### config.mk
export PLATFORM = sky130hd
export DESIGN_NAME = ucode_decoder_top
export DESIGN_NICKNAME = d
export VERILOG_FILES = /design/src/design/ctrl_pkg.sv /design/src/design/isa_pkg.sv /design/src/design/dec_if.sv /design/src/design/ctrl_assemble.sv /design/src/design/field_decode.sv /design/src/design/reg_select.sv /design/src/design/ucode_decoder_top.sv
export SDC_FILE = /design/constraint.sdc
export NUM_CORES = 1
export LEC_CHECK = 0
export BUFFER_PORTS_ARGS = -buffer_cell sky130_fd_sc_hd__buf_2
export CAP_MARGIN = 30
export CORE_ASPECT_RATIO = 0.75
export CORE_UTILIZATION = 64
export DETAILED_ROUTE_END_ITERATION = 10
export PLACE_DENSITY = 0.84
export SYNTH_ARGS = -nofsm -noshare
export SYNTH_HDL_FRONTEND = slang
export SYNTH_SLANG_ARGS = --single-unit
### constraint.sdc
create_clock -name clk -period 4.7 [get_ports clk]
set_clock_uncertainty 0.05 [all_clocks]
set_input_delay 0.47 -clock clk [delete_from_list [all_inputs] [get_ports clk]]
set_output_delay 0.47 -clock clk [all_outputs]
set_load 0.02 [all_outputs]
### src/design/ctrl_pkg.sv
`default_nettype none

package ctrl_pkg;

    // machine phase, one state per microcycle
    typedef enum logic [3:0] {
        IF0 = 4'd0,
        IF1 = 4'd1,
        FF0 = 4'd2,
        FF1 = 4'd3,
        FF2 = 4'd4,
        TF0 = 4'd5,
        TF1 = 4'd6,
        EX0 = 4'd7,
        EX1 = 4'd8
    } phase_t;

    typedef struct packed {
        logic invert_b;
        logic arith;
        logic or_sel;
        logic carry_in;
        logic xor_sel;
    } alu_ctrl_t;

    typedef struct packed {
        logic enable;
        logic a;
        logic b;
        logic c;
        logic d;
        logic e;
        logic right;
        logic left;
    } shift_ctrl_t;

    // one entry of the output queue
    typedef struct packed {
        logic [7:0]  reg_rd;
        logic [7:0]  reg_wr;
        alu_ctrl_t   alu;
        shift_ctrl_t shift;
    } ctrl_word_t;

endpackage

`default_nettype wire

### src/design/isa_pkg.sv
`default_nettype none

package isa_pkg;

    localparam int isr_w    = 16;
    localparam int op_w     = 6;
    localparam int mode_w   = 2;
    localparam int reg_w    = 3;
    localparam int num_regs = 8;

    typedef enum logic [op_w-1:0] {
        HLT = 6'b000000,
        CLR = 6'b000100,
        ASL = 6'b001000,
        ASR = 6'b001001,
        RLC = 6'b001010,
        RRC = 6'b001011,
        LSL = 6'b001100,
        LSR = 6'b001101,
        ROL = 6'b001110,
        ROR = 6'b001111,
        MOV = 6'b010000,
        JMP = 6'b010001,
        RET = 6'b010010,
        RIT = 6'b010011,
        ADD = 6'b010100,
        RJP = 6'b010101,
        ADC = 6'b010110,
        SUB = 6'b011000,
        SBC = 6'b011010,
        CMP = 6'b011011,
        OR  = 6'b100000,
        XOR = 6'b100001,
        AND = 6'b100010,
        BIT = 6'b100011,
        JSR = 6'b101100,
        RJS = 6'b101101,
        SVC = 6'b101110,
        BRN = 6'b110000,
        BRZ = 6'b110001,
        BRV = 6'b110010,
        BRC = 6'b110011,
        RBN = 6'b111000,
        RBZ = 6'b111001,
        RBV = 6'b111010,
        RBC = 6'b111011
    } opcode_t;

    typedef enum logic [mode_w-1:0] {
        DIRECT   = 2'b00,
        INDIRECT = 2'b01,
        AUTO_DEC = 2'b10,
        AUTO_INC = 2'b11
    } addr_mode_t;

    typedef logic [reg_w-1:0] reg_idx_t;

    // raw layout of the instruction-state word, msb first
    typedef struct packed {
        opcode_t    op;
        addr_mode_t src_mode;
        reg_idx_t   src_reg;
        addr_mode_t dst_mode;
        reg_idx_t   dst_reg;
    } isr_fields_t;

    typedef struct packed {
        ctrl_pkg::phase_t phase;
        logic             wb_op;
        logic             addr_jump;
        logic             ret_op;
        logic             jsr_group;
        logic             rjs_op;
        logic             arith_op;
        logic             is_adc;
        logic             is_sbc;
        logic             sub_group;
        logic             is_or;
        logic             is_xor;
        logic             shift_op;
        // low opcode bits pick the shift flavour
        logic [2:0]       shift_code;
        logic             branch_taken;
        addr_mode_t       src_mode;
        reg_idx_t         src_reg;
        addr_mode_t       dst_mode;
        reg_idx_t         dst_reg;
        logic             carry_flag;
    } dec_instr_t;

endpackage

`default_nettype wire

### src/design/dec_if.sv
`timescale 1ns/1ps
`default_nettype none

interface dec_if;

    import isa_pkg::*;

    logic       valid;
    dec_instr_t instr;
    // phase code outside the nine legal states
    logic       flush_unused;

    modport src (
        output valid,
        output instr,
        output flush_unused
    );

    modport dst (
        input valid,
        input instr,
        input flush_unused
    );

endinterface

`default_nettype wire

### src/design/ctrl_assemble.sv
`timescale 1ns/1ps
`default_nettype none

module ctrl_assemble #(
    parameter int queue_depth = 4,
    parameter int out_credits = 2
) (
    input  logic                         clk,
    input  logic                         rst,
    dec_if.dst                           dec,
    input  logic [isa_pkg::num_regs-1:0] rd_sel,
    input  logic [isa_pkg::num_regs-1:0] wr_sel,
    output logic                         out_valid,
    output ctrl_pkg::ctrl_word_t         out_ctrl,
    input  logic                         out_credit,
    output logic                         in_credit
);

    import isa_pkg::*;
    import ctrl_pkg::*;

    localparam int ptr_w = (queue_depth > 1) ? $clog2(queue_depth) : 1;
    localparam int cnt_w = $clog2(queue_depth + 1);
    localparam int crd_w = $clog2(out_credits + 1);

    dec_instr_t       d;
    logic             ex0;
    logic             addr_phase;
    logic             shift_ex;
    alu_ctrl_t        alu_nxt;
    alu_ctrl_t        alu_q;
    shift_ctrl_t      sft_nxt;
    shift_ctrl_t      sft_q;
    logic             s2_valid;
    ctrl_word_t       word;
    ctrl_word_t       mem [queue_depth];
    logic [ptr_w-1:0] wr_ptr;
    logic [ptr_w-1:0] rd_ptr;
    logic [cnt_w-1:0] q_count;
    logic [crd_w-1:0] crd_count;
    logic             push;
    logic             pop;

    function automatic logic [ptr_w-1:0] ptr_next(input logic [ptr_w-1:0] p);
        if (p == ptr_w'(queue_depth - 1)) begin
            return '0;
        end
        return p + 1'b1;
    endfunction

    assign d          = dec.instr;
    assign ex0        = (d.phase == EX0);
    assign addr_phase = !dec.flush_unused && !ex0;
    assign shift_ex   = ex0 && d.shift_op;

    always_comb begin
        alu_nxt.invert_b = (ex0 && d.sub_group) ||
                           (d.phase == FF0 && d.src_mode == AUTO_DEC);
        alu_nxt.arith    = addr_phase || (ex0 && d.arith_op);
        alu_nxt.or_sel   = ex0 && d.is_or;
        // SBC borrows when C is clear, ADC carries when C is set
        alu_nxt.carry_in = (d.phase inside {IF1, FF1, TF1}) ||
                           (ex0 && d.is_adc && d.carry_flag) ||
                           (ex0 && d.sub_group && !(d.is_sbc && d.carry_flag));
        alu_nxt.xor_sel  = alu_nxt.arith || (ex0 && d.is_xor);
    end

    always_comb begin
        sft_nxt.enable = shift_ex;
        sft_nxt.a      = shift_ex && d.shift_code == 3'(ASR);
        sft_nxt.b      = shift_ex && d.shift_code == 3'(ROL);
        sft_nxt.c      = shift_ex && d.shift_code inside {3'(LSR), 3'(ROL), 3'(RLC)};
        sft_nxt.d      = shift_ex && d.shift_code == 3'(ROR);
        sft_nxt.e      = shift_ex && d.shift_code inside {3'(RLC), 3'(RRC)};
        sft_nxt.right  = shift_ex && d.shift_code inside {3'(ASR), 3'(ROR), 3'(RRC)};
        sft_nxt.left   = shift_ex &&
                         d.shift_code inside {3'(ASR), 3'(LSR), 3'(ROL), 3'(RLC)};
    end

    // second stage, lines up with the reg_select outputs
    always_ff @(posedge clk) begin
        if (rst) begin
            s2_valid <= 1'b0;
        end else begin
            s2_valid <= dec.valid;
        end
    end

    always_ff @(posedge clk) begin
        if (dec.valid) begin
            alu_q <= alu_nxt;
            sft_q <= sft_nxt;
        end
    end

    always_comb begin
        word.reg_rd = rd_sel;
        word.reg_wr = wr_sel;
        word.alu    = alu_q;
        word.shift  = sft_q;
    end

    // input credits reserve the slot
    assign push      = s2_valid;
    assign out_valid = (q_count != '0) && (crd_count != '0);
    assign pop       = out_valid;
    assign out_ctrl  = mem[rd_ptr];

    always_ff @(posedge clk) begin
        if (push) begin
            mem[wr_ptr] <= word;
        end
    end

    always_ff @(posedge clk) begin
        if (rst) begin
            wr_ptr    <= '0;
            rd_ptr    <= '0;
            q_count   <= '0;
            crd_count <= crd_w'(out_credits);
            in_credit <= 1'b0;
        end else begin
            if (push) begin
                wr_ptr <= ptr_next(wr_ptr);
            end
            if (pop) begin
                rd_ptr <= ptr_next(rd_ptr);
            end
            case ({push, pop})
                2'b10:   q_count <= q_count + cnt_w'(1);
                2'b01:   q_count <= q_count - cnt_w'(1);
                default: q_count <= q_count;
            endcase
            case ({out_credit, pop})
                2'b10:   crd_count <= crd_count + crd_w'(1);
                2'b01:   crd_count <= crd_count - crd_w'(1);
                default: crd_count <= crd_count;
            endcase
            // slot freed, hand one credit back upstream
            in_credit <= pop;
        end
    end

endmodule

`default_nettype wire

### src/design/field_decode.sv
`timescale 1ns/1ps
`default_nettype none

module field_decode (
    input  logic                      clk,
    input  logic                      rst,
    input  logic                      in_valid,
    input  logic [isa_pkg::isr_w-1:0] isr,
    input  ctrl_pkg::phase_t          phase,
    input  logic                      psw_n,
    input  logic                      psw_z,
    input  logic                      psw_v,
    input  logic                      psw_c,
    dec_if.src                        dec
);

    import isa_pkg::*;
    import ctrl_pkg::*;

    isr_fields_t f;
    dec_instr_t  nxt;
    logic        br_group;
    logic        flag_sel;

    assign f = isr_fields_t'(isr);

    assign br_group = f.op inside {BRN, BRZ, BRV, BRC, RBN, RBZ, RBV, RBC};

    // low two opcode bits pick N, Z, V or C
    always_comb begin
        case (f.op[1:0])
            2'b00:   flag_sel = psw_n;
            2'b01:   flag_sel = psw_z;
            2'b10:   flag_sel = psw_v;
            default: flag_sel = psw_c;
        endcase
    end

    always_comb begin
        nxt = '0;
        nxt.phase      = phase;
        nxt.wb_op      = f.op inside {CLR, ASL, ASR, RLC, RRC, LSL, LSR, ROL, ROR,
                                      MOV, ADD, ADC, RJP, SUB, SBC, OR, XOR, AND};
        nxt.addr_jump  = f.op inside {JMP, RET, RIT};
        nxt.ret_op     = f.op inside {RET, RIT};
        nxt.jsr_group  = f.op inside {JSR, RJS, SVC};
        nxt.rjs_op     = (f.op == RJS);
        nxt.arith_op   = br_group || f.op inside {MOV, JMP, RET, RIT, ADD, ADC, RJP,
                                                  SUB, SBC, CMP, JSR, RJS, SVC};
        nxt.is_adc     = (f.op == ADC);
        nxt.is_sbc     = (f.op == SBC);
        nxt.sub_group  = f.op inside {SUB, SBC, CMP};
        nxt.is_or      = (f.op == OR);
        nxt.is_xor     = (f.op == XOR);
        // all eight shifts live in 001xxx
        nxt.shift_op   = (f.op[5:3] == 3'b001);
        nxt.shift_code = f.op[2:0];
        nxt.branch_taken = br_group && flag_sel;
        nxt.src_mode   = f.src_mode;
        nxt.src_reg    = f.src_reg;
        nxt.dst_mode   = f.dst_mode;
        nxt.dst_reg    = f.dst_reg;
        nxt.carry_flag = psw_c;
    end

    always_ff @(posedge clk) begin
        if (rst) begin
            dec.valid        <= 1'b0;
            dec.flush_unused <= 1'b0;
        end else begin
            dec.valid        <= in_valid;
            dec.flush_unused <= in_valid && (phase > EX1);
        end
    end

    always_ff @(posedge clk) begin
        if (in_valid) begin
            dec.instr <= nxt;
        end
    end

endmodule

`default_nettype wire

### src/design/reg_select.sv
`timescale 1ns/1ps
`default_nettype none

module reg_select #(
    parameter int reg_index = 0
) (
    input  logic clk,
    input  logic rst,
    dec_if.dst   dec,
    output logic rd,
    output logic wr
);

    import isa_pkg::*;
    import ctrl_pkg::*;

    localparam reg_idx_t own   = reg_idx_t'(reg_index);
    localparam bit       is_sp = (reg_index == 6);
    localparam bit       is_pc = (reg_index == 7);

    dec_instr_t d;
    logic       src_hit;
    logic       dst_hit;
    logic       rd_nxt;
    logic       wr_nxt;

    assign d       = dec.instr;
    assign src_hit = (d.src_reg == own);
    assign dst_hit = (d.dst_reg == own);

    always_comb begin
        rd_nxt = (d.phase == FF0 && src_hit) ||
                 (d.phase == FF1 && d.src_mode == AUTO_INC && src_hit) ||
                 (d.phase == TF0 && dst_hit) ||
                 (d.phase == TF1 && d.dst_mode == AUTO_INC && dst_hit);
        // stack pointer is read on return
        if (is_sp) begin
            rd_nxt = rd_nxt || (d.phase == EX0 && d.ret_op);
        end
        if (is_pc) begin
            rd_nxt = rd_nxt || d.phase == IF0 || d.phase == IF1 ||
                     (d.phase == EX1 && d.rjs_op);
        end

        wr_nxt = (d.phase == FF0 && src_hit) ||
                 (d.phase == FF1 && d.src_mode == AUTO_INC && src_hit) ||
                 (d.phase == TF1 && d.dst_mode == AUTO_INC && dst_hit) ||
                 (d.phase == EX0 && d.wb_op && d.dst_mode == DIRECT && dst_hit);
        // pc update: fetch increment, jumps, taken branches, calls
        if (is_pc) begin
            wr_nxt = wr_nxt || d.phase == IF1 ||
                     (d.phase == EX0 && (d.addr_jump || d.branch_taken)) ||
                     (d.phase == EX1 && d.jsr_group);
        end
    end

    always_ff @(posedge clk) begin
        if (rst) begin
            rd <= 1'b0;
            wr <= 1'b0;
        end else begin
            rd <= dec.valid && rd_nxt;
            wr <= dec.valid && wr_nxt;
        end
    end

endmodule

`default_nettype wire

### src/design/ucode_decoder_top.sv
`timescale 1ns/1ps
`default_nettype none

module ucode_decoder_top #(
    parameter int queue_depth = 4,
    parameter int out_credits = 2
) (
    input  logic                      clk,
    input  logic                      rst,
    input  logic                      in_valid,
    input  logic [isa_pkg::isr_w-1:0] isr,
    input  ctrl_pkg::phase_t          phase,
    input  logic                      psw_n,
    input  logic                      psw_z,
    input  logic                      psw_v,
    input  logic                      psw_c,
    output logic                      in_credit,
    output logic                      out_valid,
    output ctrl_pkg::ctrl_word_t      out_ctrl,
    input  logic                      out_credit
);

    import isa_pkg::*;

    dec_if dec ();

    logic [num_regs-1:0] rd_sel;
    logic [num_regs-1:0] wr_sel;

    field_decode u_field_decode (
        .clk      (clk),
        .rst      (rst),
        .in_valid (in_valid),
        .isr      (isr),
        .phase    (phase),
        .psw_n    (psw_n),
        .psw_z    (psw_z),
        .psw_v    (psw_v),
        .psw_c    (psw_c),
        .dec      (dec.src)
    );

    // one select slice per register
    for (genvar i = 0; i < num_regs; i++) begin : g_reg
        reg_select #(
            .reg_index (i)
        ) u_reg_select (
            .clk (clk),
            .rst (rst),
            .dec (dec.dst),
            .rd  (rd_sel[i]),
            .wr  (wr_sel[i])
        );
    end

    ctrl_assemble #(
        .queue_depth (queue_depth),
        .out_credits (out_credits)
    ) u_ctrl_assemble (
        .clk        (clk),
        .rst        (rst),
        .dec        (dec.dst),
        .rd_sel     (rd_sel),
        .wr_sel     (wr_sel),
        .out_valid  (out_valid),
        .out_ctrl   (out_ctrl),
        .out_credit (out_credit),
        .in_credit  (in_credit)
    );

endmodule

`default_nettype wire

# [Word-level counts from Yosys, hierarchy flattened]
# Memory sizes are Yosys's and may differ from the RTL's. A register that Yosys moved wholly into a read port is not among the register bits.
# Cells that the tools add are included.
[totals] register_bits=73 latch_bits=0 mem_bits_rw=116 rom_bits=0 in_bits=28 out_inout_bits=31 word_cells=317 memories=1
[classes] add_sub_neg=6 multipliers=0 div=0 n_lt_le_gt_ge=1 eq_ne=72 shifts=0 muxes=17 n_bitwise=0 reduce_logical=163
[mem_list] name="u_ctrl_assemble.mem" words=4 width=29 read_ports=1 rd_ports_with_merged_regs=1 write_ports=1 line="ctrl_assemble.sv:36" text="ctrl_word_t mem [queue_depth];"
[op_table] op="1-bit logical AND" count=85
[op_table] op="6-bit == test, second input constant" count=14
[op_table] op="6-bit by 5-bit == test with 1-bit output, second input constant" count=10
[op_table] op="1-bit logical OR" count=54
[op_table] op="6-bit by 4-bit == test with 1-bit output, second input constant" count=8
[op_table] op="3-bit == test, second input constant" count=11
[op_table] op="3-bit nonzero test" count=7
[op_table] op="3-bit by 2-bit == test with 1-bit output, second input constant" count=6
[op_table] op="18-bit nonzero test" count=1
[op_table] op="2-bit == test, second input constant" count=8
[op_table] op="13-bit nonzero test" count=1
[op_table] op="3-bit by 1-bit == test with 1-bit output, second input constant" count=4
[op_table] op="4-bit by 3-bit == test with 1-bit output, second input constant" count=3
[op_table] op="2-bit 2-to-1 mux" count=6
[op_table] op="2-bit nonzero test" count=5
[op_table] op="4-bit by 2-bit == test with 1-bit output, second input constant" count=2
[op_table] op="1-bit 2-to-1 mux" count=8
[op_table] op="8-bit nonzero test" count=1
[op_table] op="2-bit by 1-bit adder with 2-bit output, second input constant" count=3
[op_table] op="2-bit by 1-bit == test with 1-bit output, second input constant" count=3
[op_table] op="6-bit by 3-bit == test with 1-bit output, second input constant" count=1
[op_table] op="3-bit zero test" count=2
[op_table] op="3-bit one-hot mux with 2 select lines" count=1
[op_table] op="4-bit by 1-bit == test with 1-bit output, second input constant" count=1
[op_table] op="other kinds (11)" count=14

# [Logic depth before layout (Yosys ltp)]
# Gate-level depths: netlist of run 1.
[logic_depth] word_depth=10 ltp_mapped=8 mapped_depth_nobuf=8

# [By module]
# From an unflattened synthesis of run 1, not the netlist that was laid out.
[hier_totals] hier_cells=456 area_unflattened_um2=7856.3
[modules_own_cells] module="ctrl_assemble" n_inst=1 cells_per_inst=254 area_each_um2=5357.6 seq_area_each_um2=4134.0
[modules_own_cells] module="field_decode" n_inst=1 cells_per_inst=76 area_each_um2=1256.2 seq_area_each_um2=970.9
[modules_own_cells] module="reg_select at g_reg[1].u_reg_select ..." n_inst=3 cells_per_inst=14 area_each_um2=150.1 seq_area_each_um2=40.0
[modules_own_cells] module="reg_select at g_reg[3].u_reg_select ..." n_inst=2 cells_per_inst=14 area_each_um2=151.4 seq_area_each_um2=40.0
[modules_own_cells] module="reg_select at g_reg[7].u_reg_select" n_inst=1 cells_per_inst=25 area_each_um2=183.9 seq_area_each_um2=40.0
[modules_own_cells] module="reg_select at g_reg[6].u_reg_select" n_inst=1 cells_per_inst=17 area_each_um2=161.4 seq_area_each_um2=40.0
[modules_own_cells] module="reg_select at g_reg[0].u_reg_select" n_inst=1 cells_per_inst=14 area_each_um2=143.9 seq_area_each_um2=40.0

# [Least setup slack after synthesis of run 1]
# Ideal clock, no wire load.
[synth_timing] path_type="reg-to-reg" from="register u_ctrl_assemble.q_count[0]" to="register u_ctrl_assemble.q_count[2]" setup_time_ns=0.070 arrival_ns=1.982 required_time_ns=4.580 setup_slack_ns=2.597 stages_incl_launch_ff=9 n_path_buf=0 period_less_slack_ns=2.103 cell_sequence="dfxtp_1 o32ai_1 inv_2 ha_1 inv_1 fa_1 xor2_1 or3_1 a21oi_1"
[synth_via] elab_chain_cells=4 elab_cells_between_ends=8 cone_classes="add/sub: 2; eq/ne: 2; mux: 1; reduce/logical: 3"
[synth_lines] item="from (decl)" line="ctrl_assemble.sv:39" text="logic [cnt_w-1:0] q_count;"
[synth_lines] item="from (signal assigned)" line="ctrl_assemble.sv:130" text="2'b10: q_count <= q_count + cnt_w'(1);"
[synth_lines] item="from (signal assigned)" line="ctrl_assemble.sv:131" text="2'b01: q_count <= q_count - cnt_w'(1);"
[synth_lines] item="from (signal assigned)" line="ctrl_assemble.sv:132" text="default: q_count <= q_count;"
[synth_lines] item="3-bit nonzero test (*)" line="ctrl_assemble.sv:105" text="assign out_valid = (q_count != '0) && (crd_count != '0);"
[synth_lines] item="1-bit logical AND (*)" line="ctrl_assemble.sv:105"
[synth_lines] item="named net out_valid" line="ucode_decoder_top.sv:18" text="output logic out_valid,"
[synth_lines] item="2-bit by 1-bit == test with 1-bit output / 2-bit == test (equally long branches)" line="ctrl_assemble.sv:129" text="case ({push, pop})"
[synth_lines] item="3-bit one-hot mux with 2 select lines / 2-bit nonzero test (equally long branches)"
# Mark *: on every way through the listed nets, which the timed path passes. The rest lies on a longest branch.
# A chain may end at the register's enable or synchronous reset.

==> flow_metrics.tcl, run 1 <==
set metrics [dict create \
    drive_above_1_share_pct 28.74 \
    place_hpwl_um 8163 \
    fp.dieArea_mm2 0.01209 \
    clock_path_buffers 2 \
    timing.critical_path.required_ns 4.18 \
    worst_skew_pair.late_latency_ns 0.43 \
    power_frac_clock_pct 35.7 \
    io_pins 59 \
    detailed_routing_iteration_count_for_the_pre_antenna_repair_pass 5 \
    cts-resized-gates 0 \
    layout.core_utilization_pct 75.93 \
    drt-total-wl_um 13910 \
    insertedDiodeCount 0 \
    critical_path.reg2reg.endpoint "u_ctrl_assemble.q_count[2]" \
    p_comb_share_pct 15.0 \
    ir_drop_worst_vdd_mv 0.3964 \
    netlist-cell-type-count 60 \
    met2_length_um 6713 \
    layout.area.seq_mm2 0.005426 \
    synth-main-ff-cell "edfxtp_1" \
    synth-seq-cells 191 \
    met1Wirelength_um 5808 \
    mappedNetlistArea_mm2 0.007455 \
    power.switching_fraction_pct 26.84 \
    final_critical_path_setup_slack_ns 2.236 \
    postSynthNetCount 468 \
    route.met3.wl_um 959 \
    max-slew-margin-rel_pct 45.18 \
    cts_tree "done" \
    grt_usage_pct 25.06 \
    critical_path_class "reg -> out" \
    chipHeight_um 95.47 \
    yosys_warnings 0 \
    final_weighted_congestion_of_routability_driven_global_placement 0.9120 \
    ctsHoldBuffers 0 \
    synth_edf_count 160 \
    area_growth_syn_to_layout_pct 13.54 \
    global_route_wire_length_before_repair_um 21490 \
    h-tree-depth 4 \
    timing.critical_path.to_type "output port" \
    syn_inst 432 \
    critPathLaunchType "flip-flop" \
    core_mm2 0.01115 \
    port_buffers 58 \
    synth_seq_area_share_pct 72.78 \
    rsz0062_at_grt "no" \
    cellInternalPower_w 0.002916 \
    grt_pass1_vias 3986 \
    totalPowerFinal_w 0.003986 \
    detail-route-antenna-nets 0 \
    die_w_um 126.6 \
    power.sequential.fraction_pct 49.4 \
    maxSlewViolCount 0 \
    worst_ep_arrival_time_ns 1.94 \
    grt_start_max_net_pins 33 \
    max_cap_viol_count 0 \
    cts.clk_slew.worst_paths_ns 0.07 \
    clock_sinks 191 \
    cts_inserted_buffers 17 \
    setup_tns_after_final_layout_ns 0 \
    end_of_the_worst_hold_path "u_field_decode.dec.instr[4]" \
    final_net_count 531 \
    r2r.worst_path.cells 8 \
    timing.final.crit_period_ns 2.464 \
    fin_crit_sh_pct 52.42 \
    power_density_over_the_cells_mw_per_mm2 470.9 \
    min_path_cells 1 \
    multiInputGateArea_mm2 0.001883 \
    fin_hold_ws_ns 0.1699 \
    routed_via_density 6.296 \
    avgRoutedWirePerCell_um 21.47 \
    hp-start "isr[3]" \
    slew_of_the_pin_with_the_lowest_slew_margin_ns 0.8223 \
    hold_viol_final 0 \
    via_count 4080 \
    crit-reg2reg-launch "u_ctrl_assemble.q_count[0]" \
    grt_overflow_total 0 \
    report.final.setup_viol 0 \
    antenna_violations_before_repair 0 \
    static-leakage-power_nw 3.017 \
    initial_cell_density_of_the_core_pct 66.87 \
    n_fill_cell 649 \
    worst-path-max-fanout 25 \
    remaining_drc_errors 0 \
    top_signal_layer_used "met4" \
    cts_post_setup_buffers_inserted 0 \
    post_placement_setup_slack_ns 2.402 \
    achievable-frequency_ghz 0.4059 \
    timing.hold.worst.class "in -> reg" \
    syn_area_per_cell_um2 17.26 \
    fp-row-count 33 \
    worst-r2r-setup-slack_ns 2.39 \
    detailedRoute.firstIterationViolations 569 \
    root_buffer "clkbuf_16" \
    power.switching_w 0.001070 \
    status "completed" \
    async_flop_share_pct 0 \
]
[kinds of logic (layout without fill, tap and decap cells)]
logic type      Yosys count  after routing  synth area share [%]
flops                   191            191                 72.78
simple gates            114            114                 8.677
compound gates           50             50                 5.170
mux                      32             32                 9.332
buf+inv                  32            108                 2.014
fa+ha+maj                 8              8                 1.443
xor+xnor                  5              5                0.5876
[area by class of cell]
| class | count | area share, % |
|---|---|---|
| clock buffers | 18 | 5.070 |
| flip-flops and latches | 191 | 64.11 |
| repair buffers | 61 | 3.843 |
| clock inverters | 14 | 1.996 |
| well taps | 140 | 2.069 |
| inverters | 15 | 0.6652 |
| multi-input cells | 209 | 22.25 |
[power groups by stage]
stage	registers, W	logic [W]	clock network (W)
3_3_place_gp	0.00203	0.000524	0
3_5_place_dp	0.00200	0.000593	0
4_1_cts	0.00197	0.000603	0.00144
2_1_floorplan	0.00197	0.000451	0
6_report	0.00197	0.000596	0.00142
5_1_grt	0.00198	0.000650	0.00151
[stage by stage]
stage                     instances  area, µm²
after global routing            648       8464
after floorplan                 432       7455
after CTS                       648       8464
after detailed placement        616       7866
final                           648       8464
after global placement          615       7846
[per-layer routing]
| layer | track usage (%) | vias to the layer above |
|---|---|---|
| met5 | 0 | - |
| met4 | 12.55 | 0 |
| met3 | 6.004 | 39 |
| met2 | 40.19 | 212 |
| met1 | 32.79 | 2018 |
| li1 | - | 1811 |
[state kept, by name, indices dropped and copies added, names as in the netlist, named ones only]
signal,count
u_field_decode.dec.instr,31
u_ctrl_assemble.wr_ptr,2
u_field_decode.dec.flush_unused,1
u_ctrl_assemble.crd_count,2
u_ctrl_assemble.sft_q,8
u_ctrl_assemble.alu_q,5
g.u_reg_select.rd,8
u_ctrl_assemble.in_credit,1
u_ctrl_assemble.rd_ptr,2
u_ctrl_assemble.push,1
g.u_reg_select.wr,8
u_field_decode.dec.valid,1
u_ctrl_assemble.q_count,3
u_ctrl_assemble.mem,116
[synth_stat cells, types with 2 or more instances]
cell         n  area share, %
nand2b_1    11           0.92
inv_2        6           0.30
nor4_1       2           0.17
nand3_1      8           0.54
or3_1        2           0.17
and2_1       5           0.42
mux4_2      30            9.1
nand3b_1     4           0.40
nor4b_1      2           0.24
or3b_1       2           0.24
mux2i_1      2           0.27
nor3b_1      2           0.20
buf_6        2           0.30
nor2_1      25            1.3
nor2b_1      7           0.59
inv_1        9           0.45
a2111oi_0    2           0.24
nor3_1       7           0.47
buf_2        3           0.20
a21oi_1     12           0.81
clkbuf_1     9           0.45
dfxtp_1     31            8.3
xor2_1       3           0.35
edfxtp_1   160             64
nand4_1      4           0.34
a21o_1       2           0.20
and3_1       2           0.17
buf_4        3           0.30
a22oi_1      3           0.30
o21ai_0      3           0.20
a31oi_1      3           0.25
ha_1         7            1.2
o21ai_2      5           0.59
xnor2_1      2           0.24
nand2_1     23            1.2
o21ai_1      5           0.34
[how the worst max path moves through the flow]
stage | cells after the start | endpoint | start | slack (ns)
final | 3 | out_ctrl[0] | flip-flop | 2.24
after global routing | 3 | out_ctrl[0] | flip-flop | 2.15
after CTS | 3 | out_ctrl[0] | flip-flop | 2.19
after detailed placement | 8 | u_ctrl_assemble.q_count[2] | u_ctrl_assemble.q_count[0] | 2.40
after global placement | 2 | out_ctrl[10] | flip-flop | 2.27
after floorplan | 8 | u_ctrl_assemble.q_count[2] | u_ctrl_assemble.q_count[0] | 2.60
[layout by cell type (no fill, tap or decap), drive strengths merged, types with 3 or more instances in the layout]
cell type and count:
edfxtp 160, buf 61, dfxtp 31, mux4 30, nor2 25, nand2 23, inv 21, clkbuf 18
o21ai 14, a21oi 12, nand2b 12, nand3 8, nor2b 7, nor3 7, ha 7, clkinv 7
and2 5, nand3b 4, nand4 4, a31oi 3, xor2 3, a22oi 3, nor4 3, nor4b 3
a2111oi 3, and3 3
[worst max-delay path: stages, from the launching register on]
cell	delay [ns]
dfxtp_2	0.47
buf_12	0.26
mux4_2	0.58
buf_2	0.19
Note: power is estimated with default switching activity, not from simulation.
==> run 2: changes to the inputs <==
CORE_UTILIZATION = 59   (was 64)
PLACE_DENSITY = 0.79   (was 0.84)
clock period = 2.3 ns   (was 4.7 ns; I/O delays follow)
==> flow_metrics.tcl, run 2 (synthesis gave the netlist of run 1 again) <==
set metrics [dict create \
    maxSlewViolCount 0 \
    max_cap_viol_count 0 \
    static-leakage-power_nw 3.087 \
    power_density_over_the_cells_mw_per_mm2 927.3 \
    insertedDiodeCount 0 \
    layout_common_cells "160 x edfxtp_1, 58 x buf_2, 30 x mux4_2, 30 x dfxtp_1, 25 x nor2_1" \
    timing.critical_path.to_type "output port" \
    final_critical_path_setup_slack_ns 0.2469 \
    grt_overflow_total 0 \
    totalPowerFinal_w 0.008025 \
    cts_tree "done" \
    drive_above_1_share_pct 27.79 \
    detailed_routing_iteration_count_for_the_pre_antenna_repair_pass 4 \
    timing.hold.worst.class "in -> reg" \
    regMostFlops "u_ctrl_assemble.mem" \
    cts.clk_slew.worst_paths_ns 0.07 \
    clock_path_buffers 2 \
    timing.critical_path.required_ns 2.02 \
    port_buffers 58 \
    ctsHoldBuffers 15 \
    worst_skew_pair.late_latency_ns 0.43 \
    final_weighted_congestion_of_routability_driven_global_placement 0.8575 \
    report.final.setup_viol 0 \
    max-slew-margin-rel_pct 61.50 \
    ir_drop_worst_vdd_mv 0.5164 \
    rsz0062_at_grt "no" \
    remaining_drc_errors 0 \
    chipHeight_um 99.35 \
    h-tree-depth 4 \
    fin_crit_sh_pct 89.27 \
    critPathLaunchType "flip-flop" \
    die_w_um 131.8 \
    antenna_violations_before_repair 0 \
    via_count 4048 \
    area_growth_syn_to_layout_pct 16.10 \
    grt_usage_pct 21.93 \
    fp-row-count 35 \
    core_mm2 0.01231 \
    post_placement_setup_slack_ns 0.2594 \
    clock_sinks 191 \
    detail-route-antenna-nets 0 \
    root_buffer "clkbuf_16" \
    drt-total-wl_um 13110 \
    mostFrequentLayoutCell "edfxtp_1" \
    worst-path-max-fanout 29 \
    io_pins 59 \
    layout.core_utilization_pct 70.33 \
    grt_pass1_vias 4007 \
    slew_of_the_pin_with_the_lowest_slew_margin_ns 0.5776 \
    largestRegisters "u_ctrl_assemble.mem: 116 flops, u_field_decode.dec.instr: 31 flops" \
    hold_viol_final 0 \
    detailedRoute.firstIterationViolations 351 \
    grt_start_max_net_pins 30 \
    largest_register_ff_count 116 \
    initial_cell_density_of_the_core_pct 60.58 \
    status "completed" \
    setup_tns_after_final_layout_ns 0 \
    routed_via_density 5.824 \
    cts_inserted_buffers 17 \
    worst_ep_arrival_time_ns 1.77 \
    achievable-frequency_ghz 0.4871 \
    place_hpwl_um 7995 \
    global_route_wire_length_before_repair_um 20830 \
    final_net_count 552 \
    cts-resized-gates 0 \
    cts_post_setup_buffers_inserted 0 \
    fp.dieArea_mm2 0.01309 \
    critical_path_class "reg -> out" \
    avgRoutedWirePerCell_um 18.86 \
    timing.final.crit_period_ns 2.053 \
]
==> run 2: area by class of cell <==
class | count | area, µm²
well taps | 166 | 207.7
clock buffers | 19 | 432.9
flip-flops and latches | 191 | 5426
fillers | 753 | 3651
multi-input cells | 209 | 1879
repair buffers | 82 | 520.5
clock inverters | 13 | 131.4
inverters | 15 | 56.30
==> run 2: report_power, final <==
| part | leakage (nW) | switching (W) | internal [W] |
|---|---|---|---|
| Combinational | 0.970 | 0.000698 | 0.000560 |
| Sequential | 1.85 | 0.000114 | 0.00388 |
| Clock | 0.271 | 0.00126 | 0.00152 |
| Total | 3.09 | 0.00207 | 0.00596 |
==> run 2: per-stage QoR <==
step	instances	cell area, µm²	hold slack (ns)
floorplan	432	7455	0.2635
global placement	648	7940	0.3563
detailed placement	648	7940	0.3581
CTS	695	8655	0.06361
global route	695	8655	0.06961
finish	695	8655	0.07710
==> run 2: worst max-delay path, cell delays in order, from the launching register on <==
cell     delay (ns)
dfxtp_2        0.34
buf_12         0.24
mux4_2         0.56
buf_2          0.18
==> run 2: worst paths after layout <==
kind	start	end	slack (ns)	cells after the start
worst max-delay path	flip-flop	out_ctrl[11]	0.25	3
worst min-delay path	rst	u_ctrl_assemble.crd_count[0]	0.08	2
worst max register to register	u_ctrl_assemble.crd_count[0]	u_ctrl_assemble.q_count[2]	0.25	8
worst min register to register	g_reg[6].u_reg_select.wr	u_ctrl_assemble.mem[3][19]	0.43	0
==> run 2: routing by layer <==
metal	global-route usage (%)	wire length [µm]	part of all wire, %
met1	30.22	5824	44
met2	34.15	6338	48
met4	8.766	181	1.4
met3	5.403	763	5.8
met5	0	0	0
==> run 3: changes to the inputs <==
CORE_UTILIZATION = 60   (was 59)
PLACE_DENSITY = 0.8   (was 0.79)
SYNTH_HIERARCHICAL = 1   (was unset)
==> flow_metrics.tcl, run 3 <==
set metrics [dict create \
    setup_tns_after_final_layout_ns 0 \
    timing.critical_path.to_type "output port" \
    via_count 4501 \
    grt_pass1_vias 4460 \
    initial_cell_density_of_the_core_pct 62.73 \
    detail-route-antenna-nets 0 \
    largest_register_ff_count 116 \
    longest_individual_stage_delay_on_the_worst_path_ns 0.58 \
    fin_crit_sh_pct 91.93 \
    layout_common_cells "160 x edfxtp_1, 58 x buf_2, 30 x dfxtp_1, 29 x mux4_2" \
    detailedRoute.firstIterationViolations 389 \
    n_fill_cell 770 \
    achievable-frequency_ghz 0.4729 \
    mappedNetlistArea_mm2 0.007856 \
    postSynthNetCount 492 \
    chipHeight_um 101.1 \
    synth-main-ff-cell "edfxtp_1" \
    remaining_drc_errors 0 \
    power_density_over_the_cells_mw_per_mm2 908.0 \
    critPathLaunchType "flip-flop" \
    route.met3.wl_um 847 \
    worst_skew_pair.late_latency_ns 0.43 \
    core_mm2 0.01252 \
    met1Wirelength_um 6662 \
    grt_start_max_net_pins 35 \
    worst-path-max-fanout 13 \
    h-tree-depth 4 \
    die_w_um 134.1 \
    antenna_violations_before_repair 0 \
    grt_overflow_total 0 \
    async_flop_share_pct 0 \
    slew_of_the_pin_with_the_lowest_slew_margin_ns 0.8969 \
    yosys_warnings 6 \
    clock_sinks 191 \
    netlist_top_cells_area "edfxtp_1 61%, mux4_2 8.3%, dfxtp_1 7.9%, nand4b_1 1.2%, nor3b_1 1.1%" \
    cts_inserted_buffers 17 \
    root_buffer "clkbuf_16" \
    io_pins 59 \
    port_buffers 58 \
    mostFrequentLayoutCell "edfxtp_1" \
    synthDominantCellAreaShare_pct 61.16 \
    worst_ep_arrival_time_ns 1.83 \
    drt-total-wl_um 15430 \
    synth_edf_count 160 \
    routed_via_density 6.200 \
    rsz0062_at_grt "no" \
    critical_path_buf_inv_count 2 \
    maxSlewViolCount 0 \
    max-slew-margin-rel_pct 40.21 \
    cpMaxStageDelayCell "mux4_1" \
    drive_above_1_share_pct 27.32 \
    synth_seq_area_share_pct 69.06 \
    synthDominantAreaCellType "edfxtp_1" \
    critical_path_class "reg -> out" \
    largestRegisters "u_ctrl_assemble/mem: 116 flops, u_field_decode/dec.instr: 31 flops" \
    timing.final.crit_period_ns 2.114 \
    synth_most_common_cell "edfxtp_1" \
    detailed_routing_iteration_count_for_the_pre_antenna_repair_pass 5 \
    top_signal_layer_used "met4" \
    status "completed" \
    timing.critical_path.required_ns 2.02 \
    insertedDiodeCount 0 \
    cts.clk_slew.worst_paths_ns 0.07 \
    max_cap_viol_count 0 \
    final_weighted_congestion_of_routability_driven_global_placement 0.8106 \
    cts_tree "done" \
    ir_drop_worst_vdd_mv 0.5770 \
    report.final.setup_viol 0 \
    avgRoutedWirePerCell_um 21.26 \
    hold_viol_final 0 \
    regMostFlops "u_ctrl_assemble/mem" \
    place_hpwl_um 8986 \
    post_synth_most_frequent_cells "160 x edfxtp_1, 31 x dfxtp_1, 29 x mux4_2" \
    fp-row-count 35 \
    syn_area_per_cell_um2 17.23 \
    global_route_wire_length_before_repair_um 24210 \
    post-place-cells 678 \
    timing.hold.worst.class "in -> reg" \
    final_net_count 583 \
    fp.dieArea_mm2 0.01356 \
    area_growth_syn_to_layout_pct 16.34 \
    grt_usage_pct 24.64 \
    netlist-cell-type-count 62 \
    critPathTopFamily "multiplexers" \
    clock_path_buffers 2 \
    synth-seq-cells 191 \
    met2_length_um 7667 \
    syn_inst 456 \
    finish.cell_count_without_fillers 726 \
    static-leakage-power_nw 3.210 \
    timing.critical_path.cells "buf_12, mux4_1, buf_2" \
    cts_post_setup_buffers_inserted 0 \
]
[run 3: cell types whose count changed in the layout (fill, tap and decap cells not counted), moves of 6 or more]
cell,change
nor3b_1,+10
nor2_1,-7
nand4bb_1,+6
nand4b_1,+10
nand2_1,-10
inv_2,-6
o22ai_1,+12
nand2b_1,-8
[run 3: cell families (layout without fill, tap and decap cells)]
logic type / after synthesis / count (layout) / synth area share, %
flops: 191 / 191 / 69.06
simple gates: 135 / 135 / 12.37
compound gates: 58 / 58 / 5.686
mux: 35 / 35 / 9.285
buf+inv: 24 / 128 / 1.672
fa+ha+maj: 8 / 8 / 1.370
xor+xnor: 5 / 5 / 0.5575
[run 3: layout make-up]
class | count | area, µm² | area share, %
clock buffers | 18 | 439.2 | 4.805
repair buffers | 85 | 560.5 | 6.133
flip-flops and latches | 191 | 5429 | 59.40
clock inverters | 14 | 162.7 | 1.780
multi-input cells | 241 | 2300 | 25.16
inverters | 11 | 41.29 | 0.4517
well taps | 166 | 207.7 | 2.272
[run 3: path summary, 6_finish.rpt]
check / start / endpoint / slack [ns] / depth (start not counted)
hold reg to reg: g_reg[7].u_reg_select/rd / u_ctrl_assemble/mem[0][28] / 0.43 / 0
setup / recovery: flip-flop / out_ctrl[27] / 0.19 / 3
setup reg to reg: u_ctrl_assemble/crd_count[0] / u_ctrl_assemble/q_count[2] / 0.36 / 8
hold / removal: isr[11] / u_field_decode/dec.instr[13] / 0.09 / 1
[run 3: metrics by stage]
step                utilization (%)  cell area (µm²)  power, W  hold WS, ns  setup slack [ns]
floorplan                         -             7856  0.005062       0.2635            0.3054
global placement              66.75             8361  0.005382       0.3559            0.4522
detailed placement            66.75             8361  0.005439       0.3581            0.3665
CTS                           72.76             9112  0.008321      0.06394           0.02592
global route                  72.98             9140  0.008611      0.08304           0.08730
finish                        72.98             9140  0.008299      0.08581            0.1856
[run 3: power by group]
group	internal, W	total [W]	switching [W]	leakage [nW]
registers	0.00388	0.00407	0.000187	1.84
logic	0.000642	0.00136	0.000716	1.08
clock network	0.00149	0.00287	0.00138	0.288
total	0.00602	0.00830	0.00228	3.21
[run 3: layer usage]
metal,GRT usage (%),up-vias
met5,0,-
met4,9.334,0
met3,5.078,24
met2,40.10,161
met1,33.38,2272
li1,-,2044
[run 3: timing repair]
item                                   CTS  global route
hold buffers                            15             0
setup endpoints to repair                0             1
endpoints found under the hold margin   16             0
resized for setup                        0             1
